<file path="config.mk">
export PLATFORM = sky130hd
export DESIGN_NAME = uart_top
export DESIGN_NICKNAME = d
export VERILOG_FILES = /design/src/logic/uart_pkg.sv /design/src/logic/uart_rx_if.sv /design/src/logic/uart_tx.sv /design/src/logic/uart_rx.sv /design/src/logic/uart_rx_holding.sv /design/src/logic/uart_top.sv
export SDC_FILE = /design/constraint.sdc
export NUM_CORES = 1
export LEC_CHECK = 0
export BUFFER_PORTS_ARGS = -buffer_cell sky130_fd_sc_hd__buf_2
export CORE_UTILIZATION = 34
export CTS_BUF_LIST = sky130_fd_sc_hd__clkbuf_16
export DETAILED_ROUTE_END_ITERATION = 8
export SETUP_SLACK_MARGIN = 0.15
export SYNTH_ARGS = -nofsm -noshare
export SYNTH_HDL_FRONTEND = slang
export SYNTH_SLANG_ARGS = --single-unit
</file>
<file path="constraint.sdc">
create_clock -name clk -period 4.4 [get_ports clk]
set_input_delay 0.88 -clock clk [delete_from_list [all_inputs] [get_ports clk]]
set_output_delay 0.88 -clock clk [all_outputs]
set_load 0.02 [all_outputs]
</file>
<file path="src/logic/uart_pkg.sv">
// uart_pkg: byte type, frame constants, even-parity function

package uart_pkg;

    typedef logic [7:0] uart_byte_t;

    localparam int data_bits = 8;           // data bits per frame

    localparam logic start_level = 1'b0;
    localparam logic stop_level  = 1'b1;    // also the idle line level

    // parity bit that makes the total count of ones even
    function automatic logic even_parity(input uart_byte_t b);
        logic p;
        p = ^b;
        return p;
    endfunction

endpackage

</file>
<file path="src/logic/uart_rx_if.sv">
// uart_rx_if: received byte and status, receiver to holding register
`timescale 1ns/1ps

interface uart_rx_if;
    import uart_pkg::*;

    uart_byte_t data;
    logic       valid;          // one-cycle strobe
    logic       parity_err;
    logic       frame_err;

    modport rx (
        output data, valid, parity_err, frame_err
    );

    modport holding (
        input data, valid, parity_err, frame_err
    );

endinterface

</file>
<file path="src/logic/uart_tx.sv">
// transmit FSM with baud timer, bit index and even parity
`timescale 1ns/1ps

module uart_tx #(
    parameter int clks_per_baud = 1250
) (
    input  logic                clk,
    input  logic                nRst,
    input  logic                start,
    input  uart_pkg::uart_byte_t data,
    output logic                ready,
    output logic                serial
);
    import uart_pkg::*;

    localparam int cnt_w = $clog2(clks_per_baud);

    typedef enum logic [2:0] {
        st_idle,
        st_start,
        st_data,
        st_parity,
        st_stop,
        st_clean
    } tx_state_t;

    tx_state_t        state, next_state;
    logic [cnt_w-1:0] baud_cnt;
    logic [2:0]       bit_idx;
    logic             baud_done;
    logic             last_bit;
    logic             parity_bit;
    uart_byte_t       data_q;

    assign baud_done  = (baud_cnt == cnt_w'(clks_per_baud - 1));
    assign last_bit   = (bit_idx == 3'(data_bits - 1));
    assign parity_bit = even_parity(data_q);
    assign ready      = (state == st_idle);

    always_ff @(posedge clk, negedge nRst) begin
        if (!nRst) begin
            state    <= st_idle;
            baud_cnt <= '0;
            bit_idx  <= '0;
        end else begin
            state <= next_state;
            if (state == st_idle || state == st_clean || baud_done) begin
                baud_cnt <= '0;
            end else begin
                baud_cnt <= baud_cnt + 1'b1;
            end
            if (state == st_idle) begin
                bit_idx <= '0;
            end else if (state == st_data && baud_done) begin
                bit_idx <= bit_idx + 1'b1;   // wraps to 0 after the last bit
            end
        end
    end

    // byte copy, so the host may change data mid-frame
    always_ff @(posedge clk) begin
        if (start && ready) begin
            data_q <= data;
        end
    end

    always_comb begin
        next_state = state;
        case (state)
            st_idle:   if (start) next_state = st_start;
            st_start:  if (baud_done) next_state = st_data;
            st_data:   if (baud_done && last_bit) next_state = st_parity;
            st_parity: if (baud_done) next_state = st_stop;
            st_stop:   if (baud_done) next_state = st_clean;   // full stop period
            st_clean:  next_state = st_idle;
            default:   next_state = st_idle;
        endcase
    end

    always_comb begin
        case (state)
            st_start:  serial = start_level;
            st_data:   serial = data_q[bit_idx];   // lsb first
            st_parity: serial = parity_bit;
            default:   serial = stop_level;
        endcase
    end

    // line stays idle-high whenever a new byte can be accepted
    a_idle_high: assert property (@(posedge clk) disable iff (!nRst)
        ready |-> serial);

    // a strobe during a frame must not restart it
    a_busy_ignored: assert property (@(posedge clk) disable iff (!nRst)
        (start && !ready) |=> (state != st_start || $past(state) == st_start));

endmodule

</file>
<file path="src/logic/uart_rx.sv">
// uart_rx: line synchronizer, mid-bit sampler, receive FSM, parity and stop checks
`timescale 1ns/1ps

module uart_rx #(
    parameter int clks_per_baud = 1250
) (
    input  logic  clk,
    input  logic  nRst,
    input  logic  serial,
    uart_rx_if.rx rx
);
    import uart_pkg::*;

    localparam int cnt_w     = $clog2(clks_per_baud);
    localparam int half_baud = clks_per_baud / 2;

    typedef enum logic [2:0] {
        st_idle,
        st_start,
        st_data,
        st_parity,
        st_stop
    } rx_state_t;

    rx_state_t        state, next_state;
    logic [1:0]       sync_q;
    logic             line;
    logic             line_q;
    logic             fall;
    logic [cnt_w-1:0] baud_cnt;
    logic             half_done;
    logic             full_done;
    logic             bit_end;
    logic [2:0]       bit_idx;
    logic             valid_q;
    uart_byte_t       shift_q;
    logic             par_err_q;
    logic             frame_err_q;

    assign line      = sync_q[1];
    assign fall      = line_q & ~line;
    assign half_done = (baud_cnt == cnt_w'(half_baud - 1));
    assign full_done = (baud_cnt == cnt_w'(clks_per_baud - 1));
    assign bit_end   = (state == st_start) ? half_done : full_done;   // mid-bit sample point

    always_ff @(posedge clk, negedge nRst) begin
        if (!nRst) begin
            state    <= st_idle;
            sync_q   <= '1;
            line_q   <= 1'b1;
            baud_cnt <= '0;
            bit_idx  <= '0;
            valid_q  <= 1'b0;
        end else begin
            state  <= next_state;
            sync_q <= {sync_q[0], serial};
            line_q <= line;
            if (state == st_idle || bit_end) begin
                baud_cnt <= '0;
            end else begin
                baud_cnt <= baud_cnt + 1'b1;
            end
            if (state == st_idle) begin
                bit_idx <= '0;
            end else if (state == st_data && bit_end) begin
                bit_idx <= bit_idx + 1'b1;
            end
            valid_q <= (state == st_stop) && bit_end;
        end
    end

    always_ff @(posedge clk) begin
        if (state == st_data && bit_end) begin
            shift_q <= {line, shift_q[data_bits-1:1]};   // lsb arrives first
        end
        if (state == st_parity && bit_end) begin
            par_err_q <= line ^ even_parity(shift_q);
        end
        if (state == st_stop && bit_end) begin
            frame_err_q <= (line != stop_level);
        end
    end

    always_comb begin
        next_state = state;
        case (state)
            st_idle: begin
                if (fall) next_state = st_start;
            end
            st_start: begin
                if (bit_end) begin
                    // glitch if the line is already back high
                    next_state = (line == start_level) ? st_data : st_idle;
                end
            end
            st_data: begin
                if (bit_end && bit_idx == 3'(data_bits - 1)) next_state = st_parity;
            end
            st_parity: begin
                if (bit_end) next_state = st_stop;
            end
            st_stop: begin
                if (bit_end) next_state = st_idle;   // rest of the stop bit is skipped
            end
            default: next_state = st_idle;
        endcase
    end

    assign rx.data       = shift_q;
    assign rx.valid      = valid_q;
    assign rx.parity_err = par_err_q;
    assign rx.frame_err  = frame_err_q;

    a_valid_single: assert property (@(posedge clk) disable iff (!nRst)
        valid_q |=> !valid_q);

endmodule

</file>
<file path="src/logic/uart_rx_holding.sv">
// uart_rx_holding: host holding register with full, error and overrun flags
`timescale 1ns/1ps

module uart_rx_holding (
    input  logic                 clk,
    input  logic                 nRst,
    uart_rx_if.holding           rx,
    input  logic                 read,
    output uart_pkg::uart_byte_t data,
    output logic                 full,
    output logic                 parity_err,
    output logic                 frame_err,
    output logic                 overrun
);

    always_ff @(posedge clk) begin
        if (rx.valid) begin
            data <= rx.data;
        end
    end

    always_ff @(posedge clk, negedge nRst) begin
        if (!nRst) begin
            full       <= 1'b0;
            parity_err <= 1'b0;
            frame_err  <= 1'b0;
            overrun    <= 1'b0;
        end else begin
            if (rx.valid) begin
                parity_err <= rx.parity_err;
                frame_err  <= rx.frame_err;
            end

            if (rx.valid) begin
                full <= 1'b1;   // a new byte wins over a read
            end else if (read) begin
                full <= 1'b0;
            end

            // unread byte replaced
            if (rx.valid && full && !read) begin
                overrun <= 1'b1;
            end else if (read) begin
                overrun <= 1'b0;
            end
        end
    end

    a_overrun_full: assert property (@(posedge clk) disable iff (!nRst)
        overrun |-> full);

endmodule

</file>
<file path="src/logic/uart_top.sv">
// uart_top: transmitter, receiver and holding register with plain ports
`timescale 1ns/1ps

module uart_top #(
    parameter int clks_per_baud = 1250
) (
    input  logic       clk,
    input  logic       nRst,
    input  logic       tx_start,
    input  logic [7:0] tx_data,
    output logic       tx_ready,
    output logic       tx_serial,
    input  logic       rx_serial,
    input  logic       rx_read,
    output logic [7:0] rx_data,
    output logic       rx_full,
    output logic       rx_parity_err,
    output logic       rx_frame_err,
    output logic       rx_overrun
);

    uart_rx_if rx_bus ();

    uart_tx #(
        .clks_per_baud(clks_per_baud)
    ) i_tx (
        .clk    (clk),
        .nRst   (nRst),
        .start  (tx_start),
        .data   (tx_data),
        .ready  (tx_ready),
        .serial (tx_serial)
    );

    uart_rx #(
        .clks_per_baud(clks_per_baud)
    ) i_rx (
        .clk    (clk),
        .nRst   (nRst),
        .serial (rx_serial),
        .rx     (rx_bus.rx)
    );

    uart_rx_holding i_holding (
        .clk        (clk),
        .nRst       (nRst),
        .rx         (rx_bus.holding),
        .read       (rx_read),
        .data       (rx_data),
        .full       (rx_full),
        .parity_err (rx_parity_err),
        .frame_err  (rx_frame_err),
        .overrun    (rx_overrun)
    );

endmodule

</file>
==> Flow_metrics.wiki, run 1 <==
{| class="wikitable"
! Metric !! Value
|-
| Result of the run || finished, final reports clean
|-
| Post-detailed-route count of antenna-violating nets || 0
|-
| Nature of the critical path endpoint || output port
|-
| Synthesized cell area || between 3000 and 4000 um2
|-
| Commonest cells after routing, fill and taps aside || 39 x sky130_fd_sc_hd__dfrtp_1, 30 x sky130_fd_sc_hd__nor2_1, 26 x sky130_fd_sc_hd__edfxtp_1, 26 x sky130_fd_sc_hd__buf_2, 17 x sky130_fd_sc_hd__xnor2_1
|-
| Netlist cell types || 45
|-
| Sequential area share after synthesis || 0.6075
|-
| Number of cells upsized or downsized after cts || 0
|-
| Min cycle time layout || 2.997 ns
|-
| Multiplexer area fraction after synthesis || 0.02526
|-
| Setup fix buffers added after clock tree synthesis || 0
|-
| Startpoint Class || flop
|-
| Number of rows created at floorplan || 34
|-
| Worst Tran Pin Value || 1.271 ns
|-
| Gpl congestion || 0.7402
|-
| Initial cell density of the core || 0.3482
|-
| Arrival time of data at the critical path endpoint || 2.12 ns
|-
| Relative contribution of sequential cells to total power || 0.486
|-
| Final Instance Count excl. Fillers || 389
|-
| Top-area cell type share of the netlist area || 0.3230
|-
| Worst hold path startpoint || i_rx.sync_q[0]$_DFF_PN1_
|-
| Max Fanout on Critical Path || 6
|-
| Synthesis Warnings || 0
|-
| Initial antenna violation count || 0
|-
| Met2 layer wire length in the routed design || 2.206 mm
|-
| Most frequent standard cell in the layout excluding fill and tap cells || sky130_fd_sc_hd__dfrtp_1
|-
| Mean Syn Cell Area || 12.18 um2
|-
| Number of diodes added for antenna fixing || 0
|-
| Hold Crit Depth || 0
|-
| Required time at the endpoint of the critical path || 3.52 ns
|-
| Worst vdd rail ir drop || 178.3 uV
|-
| Reg-to-reg setup timing slack || 1.88 ns
|-
| Flip-flop cell with the highest count after synthesis || sky130_fd_sc_hd__dfrtp_1
|-
| Total of hold buffers inserted after clock tree synthesis || 0
|-
| Total clock sinks || between 60 and 70
|-
| Sw power || 0.0003735 W
|-
| Synth area leaders || sky130_fd_sc_hd__dfrtp_1 32%, sky130_fd_sc_hd__edfxtp_1 26%, sky130_fd_sc_hd__xnor2_1 4.9%
|-
| Post-route clock period utilization || 0.6811
|-
| Synthesized-area fraction occupied by and/or/nand/nor cells || 0.1495
|-
| Syn Inst Count || 248
|-
| Reg2Reg Depth || 5
|-
| Fillers || 843
|-
| Instance count after placement with tap cells included || approximately 370
|-
| RR Startpoint || i_rx.baud_cnt[8]$_DFF_PN0_
|-
| Static leakage || 1.491 nW
|-
| Remaining Overflow, GRT || 0
|-
| Detailed-placement wirelength estimate || between 3 and 4 mm
|-
| CTS HTree Levels || 3
|-
| Die Span X || 96.27 um
|-
| Largest family of logic cells by synthesized area || simple AND/OR/NAND/NOR gates
|-
| Internal power component || 0.001199 W
|-
| First-pass GRT wire length || 8.438 mm
|-
| Fraction of power consumed by the clock network || 0.426
|-
| Clock-pin slew reported for the worst setup and hold paths after clock tree synthesis || roughly 0.05 ns
|-
| Drt initial violations || 102
|-
| Latest clock arrival within the worst-skew pair || 0.33 ns
|-
| Async set-reset flop share out of synthesis || 0.6176
|-
| Post-Syn Nets || 268
|-
| Class of the most critical setup path || reg2out
|-
| Highest routing layer actually used || met4
|-
| Setup TNS || 0 ns
|-
| Post-synthesis compound-gate area fraction || 0.06625
|-
| Wire length on met1 || 2.477 mm
|-
| Via count of the first global-routing pass || 1833
|-
| Vias || 1900
|-
| Pin count of the biggest net entering global routing || 43
|-
| Post-synthesis share of cell area spent on full adders, half adders and majority gates || 0.02899
|-
| Boundary Pins || 27
|-
| Routed vias/inst || 4.884
|-
| Logic pwr share || 0.088
|-
| Total Routed Length || between 4 and 5 mm
|-
| Normalized max-slew margin || 0.1438
|-
| #FFs+latches synth || 68
|-
| Destination of the worst register-to-register timing path || i_rx.rx.data[5]$_DFFE_PP_
|-
| Area growth, synth to finish || 15.98%
|-
| DRC violations left || 0
|-
| Area of the core region || 8678 um2
|-
| Ratio of total power to cell area || between 400 and 500 nW/um2
|-
| Capture endpoint of the worst hold path || i_rx.sync_q[1]$_DFF_PN1_
|-
| Die boundary height || 96.27 um
|-
| Detail Route met3 WL || between 150 and 200 um
|-
| RSZ-0062 raised after global routing || no
|-
| Number of pins exceeding their max-slew limit in the final report || 0
|-
| Clock tree root buffer cell || sky130_fd_sc_hd__clkbuf_16
|-
| Switching share of power || 0.2375
|-
| Total Die Area || ~9000 um2
|-
| PortBufs || 26
|-
| Number of buffers on the longest clock path || 2
|-
| Cell type with the largest total area after synthesis || sky130_fd_sc_hd__dfrtp_1
|-
| TritonCTS Buffers || 9
|-
| Final net count || slightly below 300
|-
| Number of synthesized flops with an enable pin || 26
|-
| Setup violators final || 0
|-
| Worst min-delay path class || reg2reg
|-
| Overall global routing resource usage || 0.1221
|-
| Routed WL per cell || roughly 13 um
|-
| Xor/xnor cell area share of the yosys netlist || 0.09565
|-
| Total iterations of the first detailed-routing run || 4
|-
| Timing-limited maximum frequency || 333.7 MHz
|-
| Worst clock skew || 0.007652 ns
|-
| CTS tree || yes
|-
| Final hold violation count || 0
|-
| Fraction of layout instances using a drive strength above 1 || 0.1744
|-
| Number of maximum-capacitance violations || 0
|}
-- cell usage after synthesis (all sizes together), types with 3 or more instances --
cell and instances:
xor2 16, nor3 7, nand3 16, xnor2 17, a22o 5, and3 5
o21ai 9, mux2 3, nand2 15, nor2 31, edfxtp 26, ha 7
dfstp 3, a21oi 4, dfrtp 39, buf 4, nand4 3, clkbuf 5
or3 3, inv 5
-- flip-flops by register name, summed over array words and instances (netlist names), 2 cells and up --
register / count
i_rx.rx.data: 8
i_tx.state: 3
i_rx.bit_idx: 3
i_rx.sync_q: 2
i_holding.data: 8
i_tx.bit_idx: 3
i_tx.baud_cnt: 11
i_tx.data_q: 8
i_rx.state: 3
i_rx.baud_cnt: 11
-- cell families (layout without fill, tap and decap cells) --
logic type / Yosys count / count (layout)
DFF: 68 / 68
xor gates and xnor gates: 33 / 33
AOI/OAI and AO/OA: 29 / 29
buffers and inverters: 14 / 47
muxes: 6 / 6
adders and majority gates: 7 / 7
and+or+nand+nor: 91 / 91
-- power groups by stage --
stage	Sequential [W]	Combinational, W	Clock, W
6_report	0.000764	0.000139	0.000670
2_1_floorplan	0.000758	0.000115	0
3_3_place_gp	0.000772	0.000141	0
3_5_place_dp	0.000774	0.000141	0
5_1_grt	0.000770	0.000162	0.000714
4_1_cts	0.000763	0.000142	0.000686
-- cell type report --
class / count / area, um2 / area share
clock buffer: 9 / 225.2 / 0.06426
timing repair buffer: 26 / 130.1 / 0.03713
sequential: 68 / 1836 / 0.5237
inverter: 5 / 18.77 / 0.005355
clock inverter: 7 / 55.05 / 0.01571
multi-input combinational: 166 / 1105 / 0.3152
tap: 108 / 135.1 / 0.03856
-- how the worst max path moves through the flow --
stage	to	slack, ns	cells after the start	startpoint
after floorplan	tx_serial	1.90	5	i_tx.bit_idx[1]$_DFFE_PN0P_
after global placement	tx_serial	1.79	5	i_tx.bit_idx[1]$_DFFE_PN0P_
after detailed placement	tx_serial	1.78	5	i_tx.bit_idx[1]$_DFFE_PN0P_
after CTS	tx_serial	1.41	5	i_tx.bit_idx[1]$_DFFE_PN0P_
after global routing	tx_serial	1.29	5	i_tx.bit_idx[1]$_DFFE_PN0P_
final	tx_serial	1.40	5	i_tx.bit_idx[1]$_DFFE_PN0P_
-- routing by layer --
| layer | vias up | global-route usage |
|---|---|---|
| met1 | 920 | 0.1580 |
| met4 | 0 | 0.07836 |
| met5 | - | 0 |
| li1 | 938 | - |
| met2 | 32 | 0.1826 |
| met3 | 10 | 0.02844 |
-- worst max-delay path, cell delays in order, from the launching register on --
cell,delay [ns]
sky130_fd_sc_hd__dfrtp_1,0.48
sky130_fd_sc_hd__mux4_2,0.53
sky130_fd_sc_hd__o21ai_1,0.13
sky130_fd_sc_hd__a311oi_1,0.06
sky130_fd_sc_hd__or4_1,0.41
sky130_fd_sc_hd__buf_2,0.17
-- per-stage QoR --
step	utilization	cell area, um2	setup slack (ns)	total power [W]	hold slack (ns)
5_1_grt	0.4038	3505	1.286	0.001646	0.3591
6_report	0.4038	3505	1.403	0.001573	0.3519
3_3_place_gp	0.3715	3224	1.791	0.0009127	0.3467
3_5_place_dp	0.3715	3224	1.780	0.0009154	0.3487
2_1_floorplan	-	3022	1.896	0.0008729	0.3452
4_1_cts	0.4038	3505	1.408	0.001592	0.3554
Power figures use the tool's default switching activity.
==> run 2, diff against run 1 <==
==> constraint.sdc (replaced) <==
create_clock -name clk -period 2.4 [get_ports clk]
set_input_delay 0.48 -clock clk [delete_from_list [all_inputs] [get_ports clk]]
set_output_delay 0.48 -clock clk [all_outputs]
set_load 0.02 [all_outputs]
==> run 2 against run 1 <==
  * The run now ends with setup timing left
  * Sequential power up 83%
  * Register-to-register slack worse by 1.5 ns
  * Critical path depth is 1 higher
  * Hold slack worse by 0.35 ns
  * First-iteration DRC count decreased by 25%
  * Non-clock buffer count increased by 5
  * Clock power is 79% higher
  * Setup slack got worse by 1.5 ns
  * Sequential share of layout area is 0.86 points lower
  * Cell count rose by 1.3%
  * Critical endpoint unchanged
==> Flow_metrics.wiki, run 2 (synthesis gave the netlist of run 1 again) <==
{| class="wikitable"
! Metric !! Value
|-
| Number of pins exceeding their max-slew limit in the final report || 0 (unchanged)
|-
| Min cycle time layout || approximately 2.5 ns
|-
| Initial cell density of the core || 0.3482 (unchanged)
|-
| Via count of the first global-routing pass || 1816 (-0.93%)
|-
| Number of rows created at floorplan || 34 (unchanged)
|-
| Failing checks || setup timing
|-
| CTS tree || yes
|-
| RSZ-0062 raised after global routing || yes
|-
| CTS HTree Levels || 3 (unchanged)
|-
| Worst min-delay path class || in2async
|-
| Worst Tran Pin Value || 0.4516 ns (-0.8193 ns)
|-
| Setup TNS || -0.1061 ns (-0.1061 ns)
|-
| Static leakage || 1.515 nW (+1.6%)
|-
| Routed WL per cell || 12.20 um (-4.1%)
|-
| Die boundary height || 96.27 um (unchanged)
|-
| Total Routed Length || 4.807 mm (-2.8%)
|-
| Fillers || 829 (-1.7%)
|-
| Required time at the endpoint of the critical path || 1.92 ns (-1.60 ns)
|-
| PortBufs || 26 (unchanged)
|-
| Drt initial violations || 76 (-25%)
|-
| Critical path's most frequent cell || sky130_fd_sc_hd__xnor2_1
|-
| Detailed-placement wirelength estimate || 3.369 mm (+1.4%)
|-
| Fraction of layout instances using a drive strength above 1 || 0.1993 (+0.02492)
|-
| Setup violators final || 1 (+1)
|-
| Clock tree root buffer cell || sky130_fd_sc_hd__clkbuf_16
|-
| Worst clock skew || 0.006489 ns (-0.001163 ns)
|-
| Reg2Reg Depth || 6 (+1)
|-
| Number of maximum-capacitance violations || 0 (unchanged)
|-
| TritonCTS Buffers || 9 (unchanged)
|-
| Area growth, synth to finish || 17.93%
|-
| Class of the most critical setup path || reg2out
|-
| Max Fanout on Critical Path || 2 (-4)
|-
| Timing-limited maximum frequency || 399.0 MHz
|-
| Pin count of the biggest net entering global routing || 24 (-44%)
|-
| Total of hold buffers inserted after clock tree synthesis || 0 (unchanged)
|-
| Worst vdd rail ir drop || 303.9 uV (+70%)
|-
| Nature of the critical path endpoint || output port
|-
| Total iterations of the first detailed-routing run || 4 (unchanged)
|-
| Instance count after placement with tap cells included || 378 (+1.3%)
|-
| Delay of the slowest cell on the worst path || 0.49 ns (-0.04 ns)
|-
| Most frequent standard cell in the layout excluding fill and tap cells || sky130_fd_sc_hd__dfrtp_1
|-
| RR Startpoint || i_rx.baud_cnt[3]$_DFF_PN0_
|-
| Remaining Overflow, GRT || 0 (unchanged)
|-
| Gpl congestion || 0.7440 (+0.51%)
|-
| Result of the run || finished, violations left
|-
| Reg-to-reg setup timing slack || 0.40 ns (-1.48 ns)
|-
| Minimum hold slack || 0.005435 ns (-0.3465 ns)
|-
| Top flop regs || i_rx.baud_cnt (11), i_tx.baud_cnt (11)
|-
| Pre-CTS WS || 0.2235 ns (-1.556 ns)
|-
| Boundary Pins || 27 (unchanged)
|-
| Ratio of total power to cell area || 803.1 nW/um2 (+79%)
|-
| Normalized max-slew margin || 0.6989 (+0.5552)
|-
| Startpoint Class || flop
|-
| Commonest cells after routing, fill and taps aside || 39 x sky130_fd_sc_hd__dfrtp_1, 30 x sky130_fd_sc_hd__nor2_1, 26 x sky130_fd_sc_hd__edfxtp_1
|-
| Vias || 1892 (-0.42%)
|-
| Clock-pin slew reported for the worst setup and hold paths after clock tree synthesis || 0.05 ns (about the same)
|-
| Number of buffers on the longest clock path || 2 (unchanged)
|-
| Area of the core region || 8678 um2 (unchanged)
|-
| Worst setup endpoint || tx_serial
|-
| Destination of the worst register-to-register timing path || i_rx.rx.data[5]$_DFFE_PP_
|-
| Initial antenna violation count || 0 (unchanged)
|-
| Die Span X || 96.27 um (unchanged)
|-
| Number of diodes added for antenna fixing || 0 (unchanged)
|-
| Routed vias/inst || 4.802 (-1.7%)
|-
| DRC violations left || 0 (unchanged)
|-
| First-pass GRT wire length || 8.355 mm (-0.98%)
|-
| CP startpoint || i_tx.data_q[0]$_DFFE_PP_
|-
| Worst path cell trace || xnor2_1 > xnor2_1 > xnor2_1 > and3_1 > or4_4 > buf_6
|-
| Final net count || 301 (+1.7%)
|-
| Overall power after layout || 0.002862 W (+82%)
|-
| Arrival time of data at the critical path endpoint || 2.03 ns (-0.09 ns)
|-
| Post-route clock period utilization || 1.044
|-
| Crit path setup slack, layout || -0.1061 ns (-1.509 ns)
|-
| Final Instance Count excl. Fillers || 394 (+1.3%)
|-
| Overall global routing resource usage || 0.1214 (-0.0007556)
|-
| Final hold violation count || 0 (unchanged)
|-
| Critical-path top delay cell || sky130_fd_sc_hd__or4_4
|-
| Total Die Area || 9268 um2 (unchanged)
|-
| Post-detailed-route count of antenna-violating nets || 0 (unchanged)
|-
| Latest clock arrival within the worst-skew pair || 0.32 ns (about the same)
|-
| Total clock sinks || 68 (unchanged)
|}
[run 2: cell count changes in the layout (fill, tap and decap cells not counted), moves of 2 or more]
cell                       previous run  this run
sky130_fd_sc_hd__clkinv_2             2         0
sky130_fd_sc_hd__clkinv_1             0         2
sky130_fd_sc_hd__buf_4                0         5
sky130_fd_sc_hd__inv_4                0         2
sky130_fd_sc_hd__inv_1                9         7
[run 2: metrics by stage]
stage               utilization  instance area [um2]
floorplan                     -                 3022
global placement         0.3759                 3262
detailed placement       0.3759                 3262
CTS                      0.4090                 3550
global route             0.4106                 3563
finish                   0.4106                 3563
[run 2: worst min path at each step]
stage                             start                              end  slack (ns)  depth (start not counted)
3_3_place_gp   i_rx.sync_q[0]$_DFF_PN1_         i_rx.sync_q[1]$_DFF_PN1_        0.35                          0
4_1_cts                            nRst       i_rx.baud_cnt[5]$_DFF_PN0_       0.008                          1
2_1_floorplan                      nRst  i_holding.frame_err$_DFFE_PN0P_        0.18                          0
3_5_place_dp   i_rx.sync_q[0]$_DFF_PN1_         i_rx.sync_q[1]$_DFF_PN1_        0.35                          0
6_report                           nRst       i_rx.baud_cnt[5]$_DFF_PN0_       0.005                          1
5_1_grt                            nRst       i_rx.baud_cnt[8]$_DFF_PN0_        0.02                          1
[run 2: timing repair]
item / in CTS / in global routing
resized for setup: 3 / 2
setup buffers: 0 / 0
setup endpoints to repair: 1 / 9
pin swaps: 3 / 1
[run 2: final cells by class]
| type | count | area (um2) | share of cell area |
|---|---|---|---|
| inverter | 5 | 18.77 | 0.005267 |
| clock buffer | 10 | 250.2 | 0.07022 |
| clock inverter | 6 | 27.53 | 0.007725 |
| tap | 108 | 135.1 | 0.03792 |
| multi-input combinational | 166 | 1122 | 0.3150 |
| timing repair buffer | 31 | 173.9 | 0.04881 |
| sequential | 68 | 1836 | 0.5151 |
[run 2: critical path: cells and delay by family (launching register included)]
kind	cells	cell delay, ns
flops	1	0.42
buf+inv	1	0.15
xor+xnor	3	0.47
simple gates	2	0.67
[run 2: per-layer routing]
layer | global-route usage | up-vias | wire length [um]
met1 | 0.1642 | 902 | 2398
met2 | 0.1726 | 29 | 2129
met5 | 0 | - | 0
li1 | - | 953 | -
met3 | 0.04028 | 8 | 185
met4 | 0.05970 | 0 | 93
[run 2: report_power, final]
part | leakage [nW] | switching [W] | total, W | internal (W)
registers | 0.789 | 0.000107 | 0.00140 | 0.00129
clock network | 0.146 | 0.000449 | 0.00120 | 0.000747
logic | 0.581 | 0.000134 | 0.000265 | 0.000131
total | 1.52 | 0.000690 | 0.00286 | 0.00217
